==> config.mk <==
export PLATFORM = sky130hd
export DESIGN_NAME = axi_init_mux
export DESIGN_NICKNAME = d
export VERILOG_FILES = /design/src/design/mem_init_pkg.sv /design/src/design/axi_init_mux.sv
export SDC_FILE = /design/constraint.sdc
export NUM_CORES = 1
export LEC_CHECK = 0
export ABC_AREA = 1
export BUFFER_PORTS_ARGS = -buffer_cell sky130_fd_sc_hd__buf_4
export CORE_AREA = 2 2 182 184
export DETAILED_ROUTE_END_ITERATION = 12
export DIE_AREA = 0 0 184 186
export PLACE_DENSITY_LB_ADDON = 0.25
export REMOVE_ABC_BUFFERS = 1
export SYNTH_ARGS = -nofsm -noshare
export SYNTH_HDL_FRONTEND = slang
export SYNTH_SLANG_ARGS = --single-unit
==> constraint.sdc <==
create_clock -name vclk -period 1.1
set_clock_uncertainty 0.1 [all_clocks]
set_input_delay 0.11 -clock vclk [all_inputs]
set_output_delay 0.11 -clock vclk [all_outputs]
set_load 0.02 [all_outputs]
==> src/design/mem_init_pkg.sv <==
/*
 * Memory start-up subsystem shared definitions: default widths and
 * depths, the AXI response codes and the fill FSM states
 */
`default_nettype none

package mem_init_pkg;

    // Byte address width and data width of every AXI4 port
    localparam int ADDR_WIDTH_DEF = 16;
    localparam int DATA_WIDTH_DEF = 64;

    // Depth of the memory in words
    localparam int MEM_WORDS_DEF = 256;

    // Upper bound on zeroing writes in flight, the engine stays one below it
    localparam int MAX_OUTSTANDING_DEF = 8;

    typedef enum logic [1:0] {
        RESP_OKAY   = 2'd0,
        RESP_SLVERR = 2'd2
    } axi_resp_t;

    typedef enum logic [1:0] {
        ZF_IDLE = 2'd0,
        ZF_ADDR = 2'd1,
        ZF_DATA = 2'd2
    } zero_state_t;

endpackage

`default_nettype wire

==> src/design/axi_init_mux.sv <==
/*
 * Start-up port mux. The memory port follows the fill engine until
 * init_done and the host port afterwards, the host is held off meanwhile
 */
`timescale 1ns/10ps
`default_nettype none

module axi_init_mux #(
    parameter int ADDR_WIDTH = 16,
    parameter int DATA_WIDTH = 64
) (
    input  logic                    init_done,

    // Host port
    input  logic [ADDR_WIDTH-1:0]   s_axi_awaddr,
    input  logic                    s_axi_awvalid,
    output logic                    s_axi_awready,
    input  logic [DATA_WIDTH-1:0]   s_axi_wdata,
    input  logic [DATA_WIDTH/8-1:0] s_axi_wstrb,
    input  logic                    s_axi_wlast,
    input  logic                    s_axi_wvalid,
    output logic                    s_axi_wready,
    output mem_init_pkg::axi_resp_t s_axi_bresp,
    output logic                    s_axi_bvalid,
    input  logic                    s_axi_bready,
    input  logic [ADDR_WIDTH-1:0]   s_axi_araddr,
    input  logic                    s_axi_arvalid,
    output logic                    s_axi_arready,
    output logic [DATA_WIDTH-1:0]   s_axi_rdata,
    output mem_init_pkg::axi_resp_t s_axi_rresp,
    output logic                    s_axi_rlast,
    output logic                    s_axi_rvalid,
    input  logic                    s_axi_rready,

    // Fill engine, write channels only
    input  logic [ADDR_WIDTH-1:0]   zf_awaddr,
    input  logic                    zf_awvalid,
    output logic                    zf_awready,
    input  logic [DATA_WIDTH-1:0]   zf_wdata,
    input  logic [DATA_WIDTH/8-1:0] zf_wstrb,
    input  logic                    zf_wlast,
    input  logic                    zf_wvalid,
    output logic                    zf_wready,
    output logic                    zf_bvalid,
    input  logic                    zf_bready,

    // Memory port
    output logic [ADDR_WIDTH-1:0]   m_axi_awaddr,
    output logic                    m_axi_awvalid,
    input  logic                    m_axi_awready,
    output logic [DATA_WIDTH-1:0]   m_axi_wdata,
    output logic [DATA_WIDTH/8-1:0] m_axi_wstrb,
    output logic                    m_axi_wlast,
    output logic                    m_axi_wvalid,
    input  logic                    m_axi_wready,
    input  mem_init_pkg::axi_resp_t m_axi_bresp,
    input  logic                    m_axi_bvalid,
    output logic                    m_axi_bready,
    output logic [ADDR_WIDTH-1:0]   m_axi_araddr,
    output logic                    m_axi_arvalid,
    input  logic                    m_axi_arready,
    input  logic [DATA_WIDTH-1:0]   m_axi_rdata,
    input  mem_init_pkg::axi_resp_t m_axi_rresp,
    input  logic                    m_axi_rlast,
    input  logic                    m_axi_rvalid,
    output logic                    m_axi_rready
);

    assign m_axi_awaddr  = init_done ? s_axi_awaddr  : zf_awaddr;
    assign m_axi_awvalid = init_done ? s_axi_awvalid : zf_awvalid;
    assign s_axi_awready = init_done && m_axi_awready;
    assign zf_awready    = !init_done && m_axi_awready;

    assign m_axi_wdata  = init_done ? s_axi_wdata  : zf_wdata;
    assign m_axi_wstrb  = init_done ? s_axi_wstrb  : zf_wstrb;
    assign m_axi_wlast  = init_done ? s_axi_wlast  : zf_wlast;
    assign m_axi_wvalid = init_done ? s_axi_wvalid : zf_wvalid;
    assign s_axi_wready = init_done && m_axi_wready;
    assign zf_wready    = !init_done && m_axi_wready;

    // Responses go to whichever side owns the port
    assign s_axi_bresp  = init_done ? m_axi_bresp : mem_init_pkg::RESP_OKAY;
    assign s_axi_bvalid = init_done && m_axi_bvalid;
    assign zf_bvalid    = !init_done && m_axi_bvalid;
    assign m_axi_bready = init_done ? s_axi_bready : zf_bready;

    // The engine never reads, so AR and R sit idle during the fill
    assign m_axi_araddr  = init_done ? s_axi_araddr : '0;
    assign m_axi_arvalid = init_done && s_axi_arvalid;
    assign s_axi_arready = init_done && m_axi_arready;
    assign s_axi_rdata   = init_done ? m_axi_rdata : '0;
    assign s_axi_rresp   = init_done ? m_axi_rresp : mem_init_pkg::RESP_OKAY;
    assign s_axi_rlast   = init_done && m_axi_rlast;
    assign s_axi_rvalid  = init_done && m_axi_rvalid;
    assign m_axi_rready  = init_done && s_axi_rready;

endmodule

`default_nettype wire

Yosys cells after proc, flatten, opt, wreduce, memory -nomap -nowiden
Index checks and enable logic that the tools add are counted.
{"block": "totals", "output_inout_bits": 187, "elab_cells": 23, "register_bits": 0}
{"block": "op_classes", "n_mux": 11, "n_reduce_logical": 12}
{"op": "$mux W64", "n": 2}
{"op": "$mux W16", "n": 2}
{"op": "$logic_and A1 B1 Y1", "n": 11}
{"op": "$mux W8", "n": 1}
{"op": "$mux W1", "n": 4}
{"op": "$mux W2", "n": 2}
{"op": "$logic_not A1 Y1", "n": 1}

Longest topological paths before layout
{"block": "depth", "ltp_word": 2, "depth_mapped": 6}

Worst setup path before layout
Ideal clock, no wire load.
{"block": "synth_path", "path_kind": "input to output", "start": "in init_done", "end": "out zf_awready", "required_time_ns": 0.890, "t_arrival_ns": 0.832, "cell_stages": 4, "slack_ns": 0.058, "n_path_buf": 3, "path_cell_list": "buf_4 -> buf_6 -> buf_4 -> nor2_1"}
{"block": "synth_between", "elab_chain_len": 2}
{"item": "start: declaration", "line": "axi_init_mux.sv:12", "rtl": "input logic init_done,"}
{"item": "$logic_not A1 Y1", "line": "axi_init_mux.sv:72", "rtl": "assign zf_awready = !init_done && m_axi_awready;"}
{"item": "$logic_and A1 B1 Y1", "line": "axi_init_mux.sv:72"}
{"item": "end: declaration", "line": "axi_init_mux.sv:38", "rtl": "output logic zf_awready,"}
Every way passes these cells.

Worst setup path in the final report
{"block": "layout_path", "start": "in init_done", "end": "out m_axi_wstrb[0]"}
{"block": "layout_between", "elab_chain_len": 1}
{"item": "$mux W8", "line": "axi_init_mux.sv:75", "rtl": "assign m_axi_wstrb = init_done ? s_axi_wstrb : zf_wstrb;"}
{"item": "end: declaration", "line": "axi_init_mux.sv:52", "rtl": "output logic [DATA_WIDTH/8-1:0] m_axi_wstrb,"}
Every way passes these cells.

==> results.md <==
* Status: finished, final reports clean
* Compound-Gate Fraction of Synth Area at 0
* Area leader, netlist: nand2_1
* Fin util at 0.194
* P per Cell Area at 466 nW/µm²
* Std cell rows at 66
* Post-synth cell types at 8
* Filler cell count at 3740
* Cell depth of the worst hold path at 4
* Crit Path Category: in2out
* Max Slew Vio Count at 0
* Critical Path End Type: primary output
* Yosys warnings at 0
* FFs & Latches at 0
* Die footprint at 34200 µm²
* Largest net degree at the start of global routing at 65
* Hpwl dp at 13000 µm
* Vias at 4499
* DR WL/cell at 12.6 µm
* Crit share post-route at 0.991
* Chip Width at 184 µm
* Vias in the first global route at 4152
* RSZ-0062 raised after global routing: true
* Synth cell count leaders: nand2_1, inv_1, buf_4, buf_6, buf_2
* Nets@finish at 1240
* Crit path depth at 6
* Post-Synth XOR/XNOR Area at 0
* Largest family of logic cells by synthesized area: simple AND/OR/NAND/NOR gates
* Hold_ws at 0.402 ns
* Final Setup Violations at 0
* Initial antenna violation count at 0
* Post-synthesis cell count at 498
* Post-Route WL at 17300 µm
* CP max-delay cell: buf_16
* First-pass GRT wire length at 20400 µm
* DRC viols at 0
* Synth top area cells: nand2_1, inv_1, buf_6
* Crit path DAT at 0.88 ns
* Max IR drop VDD at 0.168 mV
* Minimum clock period at 1.09 ns
* WP data required at 0.89 ns
* Max stage delay on crit path at 0.16 ns
* IO Pins at 464
* N_diodes at 0
* Area share of and/or/nand/nor cells after synthesis at 0.698
* GR Overflow Total at 0
* Min-Delay Path Class: in2out
* Die height at 186 µm
* Top-count cell post-synth: nand2_1
* All-layer global routing usage at 0.0736
* Most frequent cell on the critical path: nand2_1
* Tot Pwr at 2.92 mW
* Footprint of the multi-input gates at 1410 µm²
* F_max at 0.917 GHz
* Area of the core at 32200 µm²
* Adder-Cell Fraction of Synth Area at 0
* Max-slew headroom at 0.867
* IO buf count at 464
* WP buf/inv at 4
* Clock buffers at 0
* Seq/Total Area, Yosys at 0
* Synth top area share at 0.692
* Setup bufs post-CTS at 0
* Avg Inst Size Synth at 4.01 µm²
* Antenna viol nets, final at 0
* Final count of hold timing violations at 0
* Syn-to-layout area delta at 214%
* Via/cell ratio at 3.29
* Startpoint Class: input pin
* Storage element area at 0 µm²
* Pre-Repair DR Iteration Count at 4
* Post-synthesis cell area at 2000 µm²
* Number of DRC markers in iteration 0 at 77
* RePlAce Congestion at 0.753
* Starting Density at 0.0620
* Share of cells above drive strength 1 at 0.520
* Leak pwr at 4.28 nW
* Post-synthesis mux area share at 0
* Largest delay share family, worst path: buffers and inverters
* Max-cap violations at 0
* Crit path max fanout at 16
* Worst slew pin tran at 0.199 ns
* CP cell instances: buf_12 -> inv_12 -> buf_16 -> nand2_1 -> nand2_1 -> buf_4
## cell families (layout without fill, tap and decap cells)
kind of cell	count (synthesis)	in the layout
buf+inv	127	590
simple gates	371	371
## stage by stage
stage,area (µm²),TNS (ns),instances,setup WS [ns]
2_1_floorplan,1750,-18.61,467,-0.202
3_3_place_gp,5960,-2.11,1360,-0.0743
3_5_place_dp,5960,-2.30,1360,-0.0693
4_1_cts,5960,-2.40,1360,-0.0697
5_1_grt,6260,-0.128,1369,-0.0199
6_report,6260,0,1369,0.00949
## cell type report
type,instances,area share
inverters,96,0.0596
multi-input cells,371,0.224
well taps,408,0.0816
repair buffers,494,0.634
## layout by cell type (no fill, tap or decap), drive strengths merged
master and n:
buf 487, nand2 368, inv 96, clkbuf 7, nor2 3
## layer usage
metal	track usage	wire [µm]	share of wire
met5	0	0	0
met4	0.00416	89	0.0052
met3	0.00998	1320	0.076
met2	0.160	9560	0.55
met1	0.0762	6290	0.36
## what timing repair did
| item | in CTS | in global routing |
|---|---|---|
| setup endpoints to repair | 67 | 101 |
| gates resized for setup | 0 | 28 |
| hold buffers | 0 | 0 |
| gates cloned | 0 | 9 |
## path summary, 6_finish.rpt
| kind | endpoint | slack [ns] | from |
|---|---|---|---|
| setup / recovery | m_axi_wstrb[0] | 0.009 | init_done |
| hold / removal | m_axi_araddr[0] | 0.40 | s_axi_araddr[0] |
## power by group
group	internal, mW	switching [mW]	total [mW]
logic	1.50	1.42	2.92
clock network	0	0	0
registers	0	0	0
Note: power is estimated with default switching activity, not from simulation.
