## src/design/mem_init_pkg.sv

```systemverilog
/*
 * Memory start-up subsystem shared definitions: default widths and
 * depths, the AXI response codes and the fill FSM states
 */
`default_nettype none

package mem_init_pkg;

    // Byte address width and data width of every AXI4 port
    localparam int ADDR_WIDTH_DEF = 16;
    localparam int DATA_WIDTH_DEF = 64;

    // Depth of the memory in words
    localparam int MEM_WORDS_DEF = 256;

    // Upper bound on zeroing writes in flight, the engine stays one below it
    localparam int MAX_OUTSTANDING_DEF = 8;

    typedef enum logic [1:0] {
        RESP_OKAY   = 2'd0,
        RESP_SLVERR = 2'd2
    } axi_resp_t;

    typedef enum logic [1:0] {
        ZF_IDLE = 2'd0,
        ZF_ADDR = 2'd1,
        ZF_DATA = 2'd2
    } zero_state_t;

endpackage

`default_nettype wire

```

## src/design/zero_fill_engine.sv

```systemverilog
/*
 * Zero fill engine. Once calibration completes it writes zero to every
 * memory word with single-beat AXI4 writes and flags done when all are answered
 */
`timescale 1ns/10ps
`default_nettype none

module zero_fill_engine #(
    parameter int ADDR_WIDTH      = 16,
    parameter int DATA_WIDTH      = 64,
    parameter int MEM_WORDS       = 256,
    parameter int MAX_OUTSTANDING = 8
) (
    input  logic                    clk,
    input  logic                    rst_n,
    input  logic                    calib_done,
    output logic                    init_done,

    output logic [ADDR_WIDTH-1:0]   zf_awaddr,
    output logic                    zf_awvalid,
    input  logic                    zf_awready,

    output logic [DATA_WIDTH-1:0]   zf_wdata,
    output logic [DATA_WIDTH/8-1:0] zf_wstrb,
    output logic                    zf_wlast,
    output logic                    zf_wvalid,
    input  logic                    zf_wready,

    input  logic                    zf_bvalid,
    output logic                    zf_bready
);

    localparam int OFFS_W = $clog2(DATA_WIDTH / 8);
    localparam int CNT_W  = $clog2(MEM_WORDS + 1);
    localparam int OST_W  = $clog2(MAX_OUTSTANDING + 1);

    mem_init_pkg::zero_state_t state, state_next;
    logic              awvalid_next;
    logic              wvalid_next;
    logic [CNT_W-1:0]  req_sent;
    logic [CNT_W-1:0]  resp_got;
    logic [OST_W-1:0]  outstanding;
    logic              req_val;
    logic              req_go;
    logic              resp_go;
    logic              last_resp;

    // A new request may start only below the outstanding limit
    assign req_val = calib_done
                   && (req_sent < CNT_W'(MEM_WORDS))
                   && (outstanding < OST_W'(MAX_OUTSTANDING - 1));

    // Every B response follows one of our own AW transfers
    assign zf_bready = calib_done && (outstanding != '0);

    assign req_go    = zf_awvalid && zf_awready;
    assign resp_go   = zf_bvalid && zf_bready;
    assign last_resp = resp_go && (resp_got == CNT_W'(MEM_WORDS - 1))
                     && (req_sent == CNT_W'(MEM_WORDS));

    assign zf_awaddr = ADDR_WIDTH'(req_sent) << OFFS_W;
    assign zf_wdata  = '0;
    assign zf_wstrb  = '1;
    assign zf_wlast  = 1'b1;

    always_comb begin
        state_next   = state;
        awvalid_next = zf_awvalid && !zf_awready;
        wvalid_next  = zf_wvalid && !zf_wready;
        case (state)
            mem_init_pkg::ZF_IDLE: begin
                if (calib_done && !init_done) begin
                    state_next = mem_init_pkg::ZF_ADDR;
                end
            end
            mem_init_pkg::ZF_ADDR: begin
                // The memory may wait for both valids, so AW and W are offered together
                if (!zf_awvalid && req_val) begin
                    awvalid_next = 1'b1;
                    wvalid_next  = 1'b1;
                end
                if (init_done) begin
                    state_next = mem_init_pkg::ZF_IDLE;
                end else if (req_go) begin
                    state_next = mem_init_pkg::ZF_DATA;
                end
            end
            mem_init_pkg::ZF_DATA: begin
                // The address is taken, the data beat may still wait for wready
                if (!zf_wvalid || zf_wready) begin
                    state_next = mem_init_pkg::ZF_ADDR;
                end
            end
            default: state_next = mem_init_pkg::ZF_IDLE;
        endcase
    end

    always_ff @(posedge clk or negedge rst_n) begin
        if (!rst_n) begin
            state       <= mem_init_pkg::ZF_IDLE;
            zf_awvalid  <= 1'b0;
            zf_wvalid   <= 1'b0;
            req_sent    <= '0;
            resp_got    <= '0;
            outstanding <= '0;
            init_done   <= 1'b0;
        end else begin
            state      <= state_next;
            zf_awvalid <= awvalid_next;
            zf_wvalid  <= wvalid_next;
            req_sent   <= req_sent + CNT_W'(req_go);
            resp_got   <= resp_got + CNT_W'(resp_go);
            case ({req_go, resp_go})
                2'b10:   outstanding <= outstanding + 1'b1;
                2'b01:   outstanding <= outstanding - 1'b1;
                default: outstanding <= outstanding;
            endcase
            // Sticky until the next reset
            if (last_resp) begin
                init_done <= 1'b1;
            end
        end
    end

endmodule

`default_nettype wire

```

## config.mk

```make
export PLATFORM = sky130hd
export DESIGN_NAME = zero_fill_engine
export DESIGN_NICKNAME = d
export VERILOG_FILES = /design/src/design/mem_init_pkg.sv /design/src/design/zero_fill_engine.sv
export SDC_FILE = /design/constraint.sdc
export NUM_CORES = 1
export LEC_CHECK = 0
export ABC_CLOCK_PERIOD_IN_PS = 3800
export BUFFER_PORTS_ARGS = -buffer_cell sky130_fd_sc_hd__buf_2
export CELL_PAD_IN_SITES_DETAIL_PLACEMENT = 1
export CELL_PAD_IN_SITES_GLOBAL_PLACEMENT = 2
export CORE_MARGIN = 3
export CORE_UTILIZATION = 28
export CTS_BUF_LIST = sky130_fd_sc_hd__clkbuf_4
export DETAILED_ROUTE_END_ITERATION = 6
export PLACE_DENSITY = 0.84
export SLEW_MARGIN = 40
export SYNTH_ARGS = -nofsm -noshare
export SYNTH_HDL_FRONTEND = slang
export SYNTH_SLANG_ARGS = --single-unit
export TNS_END_PERCENT = 50
```

## constraint.sdc

```tcl
create_clock -name clk -period 3.8 [get_ports clk]
set_clock_uncertainty 0.1 [all_clocks]
set_input_delay 0.19 -clock clk [delete_from_list [all_inputs] [get_ports clk]]
set_output_delay 0.19 -clock clk [all_outputs]
set_load 0.01 [all_outputs]
```

# Yosys cells after proc, flatten, opt, wreduce, memory -nomap -nowiden
# Cells that the tools add are included.
[word_totals]
output_inout_bits = 93
reg_bits = 27
inputBits = 6
[op_classes]
eq_ne = 9
magnitude_cmp = 2
addsub = 4
n_reduce_logical = 21
mux = 10
[op_table]
columns = ["operator", "n"]
rows = [
  ["$add A9 B1 Y9", 2],
  ["$logic_and A1 B1 Y1", 11],
  ["$eq A9 B8 Y1 const B", 1],
  ["$eq A9 B9 Y1 const B", 1],
  ["$lt A9 B9 Y1 const B", 1],
  ["$mux W2", 4],
  ["$pmux W4 S2", 1],
  ["$pmux W2 S3", 1],
  ["$logic_not A1 Y1", 5],
  ["$add A4 B1 Y4 const B", 1],
  ["$eq A2 B1 Y1 const B", 2],
  ["$eq A2 B2 Y1 const B", 2],
  ["$lt A4 B3 Y1 const B", 1],
  ["$mux W1", 4],
  ["$ne A2 B2 Y1 const B", 2],
  ["$reduce_bool A4 Y1", 1],
  ["$sub A4 B1 Y4 const B", 1],
  ["$ne A3 B3 Y1 const B", 1],
  ["$reduce_and A3 Y1", 1],
  ["$logic_not A2 Y1", 1],
  ["$reduce_bool A2 Y1", 1],
  ["$logic_or A1 B1 Y1", 1],
]

# Logic depth before layout (Yosys ltp)
[logic_depth]
depth_word = 6
ltp_mapped = 9
mapped_depth_nobuf = 9

# Worst setup path after synthesis
# Ideal clock, no wire load.
[synth_timing]
kind = "flip-flop to flip-flop"
startpoint = "register outstanding[1]"
endpoint = "register outstanding[2]"
required_ps = 3575
period_less_slack_ps = 2369
t_arrival_ps = 2144
setup_slack_ps = 1431
path_buffers = 0
stages_incl_launch_ff = 10
cell_sequence = "dfrtp_1 -> o41a_1 -> and2_1 -> ha_1 -> xor2_1 -> ha_1 -> a21oi_1 -> xor2_1 -> nor2_1 -> xor2_1"
[synth_via]
elab_chain_cells = 5
word_cells_on_any_way = 9
classes_between = "add/sub: 2; eq/ne: 2; mux: 1; reduce/logical: 4"
[synth_rtl]
columns = ["element", "line", "source"]
rows = [
  ["from (decl)", "zero_fill_engine.sv:42", "logic [OST_W-1:0] outstanding;"],
  ["from (signal assigned)", "zero_fill_engine.sv:114", "2'b10: outstanding <= outstanding + 1'b1;"],
  ["from (signal assigned)", "zero_fill_engine.sv:115", "2'b01: outstanding <= outstanding - 1'b1;"],
  ["from (signal assigned)", "zero_fill_engine.sv:116", "default: outstanding <= outstanding;"],
  ["$reduce_bool A4 Y1 *", "zero_fill_engine.sv:54", "assign zf_bready = calib_done && (outstanding != '0);"],
  ["$logic_and A1 B1 Y1 *", "zero_fill_engine.sv:54", ""],
  ["via zf_bready", "zero_fill_engine.sv:30", "output logic zf_bready"],
  ["$logic_and A1 B1 Y1 *", "zero_fill_engine.sv:57", "assign resp_go = zf_bvalid && zf_bready;"],
  ["$eq A2 B1 Y1 or $eq A2 B2 Y1 (tied branches)", "zero_fill_engine.sv:113", "case ({req_go, resp_go})"],
  ["$pmux W4 S2 or $reduce_bool A2 Y1 (tied branches)", "-", ""],
]
# The timed path passes the listed nets; every way through them passes the cells marked *.
# A chain may end at the register's enable or synchronous reset.

# Final worst setup path
[layout_timing]
startpoint = "register outstanding[1]"
endpoint = "register outstanding[2]"
[layout_via]
elab_chain_cells = 5
word_cells_on_any_way = 9
classes_between = "add/sub: 2; eq/ne: 2; mux: 1; reduce/logical: 4"
[layout_rtl]
columns = ["element", "line"]
rows = [
  ["$reduce_bool A4 Y1", "zero_fill_engine.sv:54"],
  ["$logic_and A1 B1 Y1", "zero_fill_engine.sv:54"],
  ["$logic_and A1 B1 Y1", "zero_fill_engine.sv:57"],
  ["$eq A2 B1 Y1 or $eq A2 B2 Y1 (tied branches)", "zero_fill_engine.sv:113"],
  ["$pmux W4 S2 or $reduce_bool A2 Y1 (tied branches)", "-"],
]
# Parallel ways exist; a longest one is shown, timed or not.

==> results.cfg <==
[outcome]
status = finished clean

[global_routing]
overflow = 0
grt_antenna_before_repair = 0
grt_max_degree = 28
grt_pass1_vias = 1087
track_usage_pct = 8.680
grt_pass1_wl_microns = 5230

[timing]
rsz0062_at_grt = no
slew_viol_final = 0
slew_headroom_pct = 58.98
fmax_mhz = 399.7
setup_ws_ns = 1.298
setup_tns_ns = 0
period_minus_slack_ns = 2.502
post-route-period-util_pct = 65.83
setup_viol_count_final = 0
finalHoldViolations = 0
tightest_slew_ns = 0.6153

[routing]
drt_first_iter_violations = 23
ant_nets = 0
wl_microns = 3249
route.vias.total = 1071
viasPerCell = 3.771
drtPass1Iterations = 4
drc = 0
wl_per_cell_microns = 11.44

[clocking]
clk_pin_slew_ns = 0.15
cts-root-buf = clkbuf_4
clock_latency_ns = 0.33
tritoncts = built
cts_sinks = 27
htreeDepth = 1
cts_buffer_depth = 2
postCtsSetupBuffers = 0
cts_resized = 0
cts_buffers = 3
hold_buffers = 2

[logic_synthesis]
yosys_warnings = 0
synth_top_cell_area_share_pct = 36.56
syn_area_sq_um = 1848
synth.area.top_cells = dfrtp_1 37%, buf_4 32%, ha_1 4.7%, xnor2_1 4.7%, xor2_1 4.3%
ys_seq_area_share_pct = 36.56
avgSynthCellArea_sq_um = 9.882
yosys.area.top_type = dfrtp_1
yosysUniqueCellTypes = 30
syn_inst = 187
ys_ff_latch = 27

[place]
dp.cells = 278
hpwl_microns = 2586
place_congestion = 0.8271
pre_cts_ws_ns = 1.309
port_buffers = 18

[flow_run]
drv_cap = 0

[die]
dieArea_sq_um = 7611
start_util_pct = 29.97
std_cell_rows = 28
dieWidth_microns = 87.24
io_pins = 99
die_y_microns = 87.24
core_sq_um = 6166

[pwr]
internal_power_w = 0.0005543
power_switching_w = 0.0003603
sequentialPowerShare_pct = 53.0
power_frac_clock_pct = 14.8
p_sw_share_pct = 39.40
powerDensity_nw_per_um2 = 515.5
power_leakage_nw = 0.9459
max-vdd-ir-drop_v = 0.0002271
power_frac_comb_pct = 32.2

[setup_path]
crit_path_start_kind = register
crit_arrival_ns = 2.64
crit_path_max_fanout = 6
path_class = register to register
critPathCaptureType = register
cp.required_ns = 3.94
reg2reg_depth = 9
r2r_setup_slack_ns = 1.30

[final_layout]
mostFrequentLayoutCell = conb_1
finalNetCount = 223
final_cell_mix = 80 x conb_1, 27 x dfrtp_1, 18 x buf_2
antenna_cells = 0
final_cells = 284
area_delta_synth_final_pct = -3.995
drive_above_1_share_pct = 12.92

[worst_hold_path]
min_path_cells = 3
hp-class = primary input to register
==> layer usage <==
layer	share of wire, %	vias up	GRT usage, %
li1	-	499	-
met2	50	52	15.21
met5	0	-	0
met4	0.98	0	2.092
met1	41	516	10.50
met3	8.1	4	2.365
==> cells in the mapped netlist <==
cell type and instances:
nor4b_1 2, o21ai_0 2, nand4b_1 1, nor4_1 1
a31oi_2 1, nand2_1 9, and2_1 2, xor2_1 9
nand3_1 7, mux2_2 1, a221oi_1 1, nand2b_1 3
a21oi_1 2, nor2_1 5, and3_1 2, conb_1 2
o41a_1 1, ha_1 7, nor3_1 1, xnor2_1 10
a31o_2 1, buf_4 80, nand4_1 3, dfrtp_1 27
a211o_2 1, inv_1 2, or3_1 1, nor4bb_1 1
or3b_2 1, nand3b_1 1
==> registers in the layout (all words and copies together) (netlist names) <==
signal and flops:
zf_wvalid 1, state 2, zf_awvalid 1, outstanding 4, init_done 1, resp_got 9, req_sent 9
==> power by group through the flow <==
stage,clock network [W],registers [W],logic (W)
finish,0.000136,0.000485,0.000294
global route,0.000158,0.000504,0.000340
CTS,0.000144,0.000487,0.000299
detailed placement,0,0.000492,0.000297
global placement,0,0.000486,0.000284
floorplan,0,0.000479,0.000258
==> worst max-delay path, cell delays in order (launching register included) <==
cell and delay, ns:
dfrtp_1 0.47, o41a_1 0.45, and2_1 0.22, ha_1 0.29
xor2_1 0.17, ha_1 0.18, a21oi_1 0.14, xor2_1 0.17
nor2_1 0.07, xor2_1 0.14
==> kinds of logic after synthesis <==
family / after synthesis / synth area share [%]
AO/OA/AOI/OAI: 9 / 3.859
AND/OR/NAND/NOR: 40 / 11.92
multiplexers: 1 / 0.6093
buffers and inverters: 82 / 32.90
XOR/XNOR: 19 / 9.005
flip-flops: 27 / 36.56
adder cells (fa/ha/maj): 7 / 4.739
other: 2 / 0.4064
==> layout make-up <==
type | instances | area [sq um]
fillers | 744 | 4392
inverters | 2 | 7.507
repair buffers | 20 | 110.1
flip-flops and latches | 27 | 675.6
clock buffers | 4 | 30.03
well taps | 75 | 93.84
multi-input cells | 156 | 857.1
==> stage by stage <==
stage / util (%) / instance area, sq um / hold WS (ns) / total power, W
finish: 28.77 / 1774 / 0.04268 / 0.0009146
global route: 28.77 / 1774 / 0.03665 / 0.001002
CTS: 28.77 / 1774 / 0.03952 / 0.0009307
detailed placement: 27.96 / 1724 / 0.1460 / 0.0007886
global placement: 27.96 / 1724 / 0.1410 / 0.0007696
floorplan: - / 2141 / -0.2056 / 0.0007373
==> worst paths after layout <==
check                                           startpoint                    endpoint
min in group asynchronous                            rst_n       resp_got[4]$_DFF_PN0_
worst max-delay path            outstanding[1]$_DFFE_PN0P_  outstanding[2]$_DFFE_PN0P_
max in group asynchronous                            rst_n       req_sent[8]$_DFF_PN0_
worst min-delay path                             zf_wready         zf_wvalid$_DFF_PN0_
worst max register to register  outstanding[1]$_DFFE_PN0P_  outstanding[2]$_DFFE_PN0P_
worst min register to register       resp_got[7]$_DFF_PN0_       resp_got[7]$_DFF_PN0_
No activity file was read; power rests on OpenSTA's default activity.
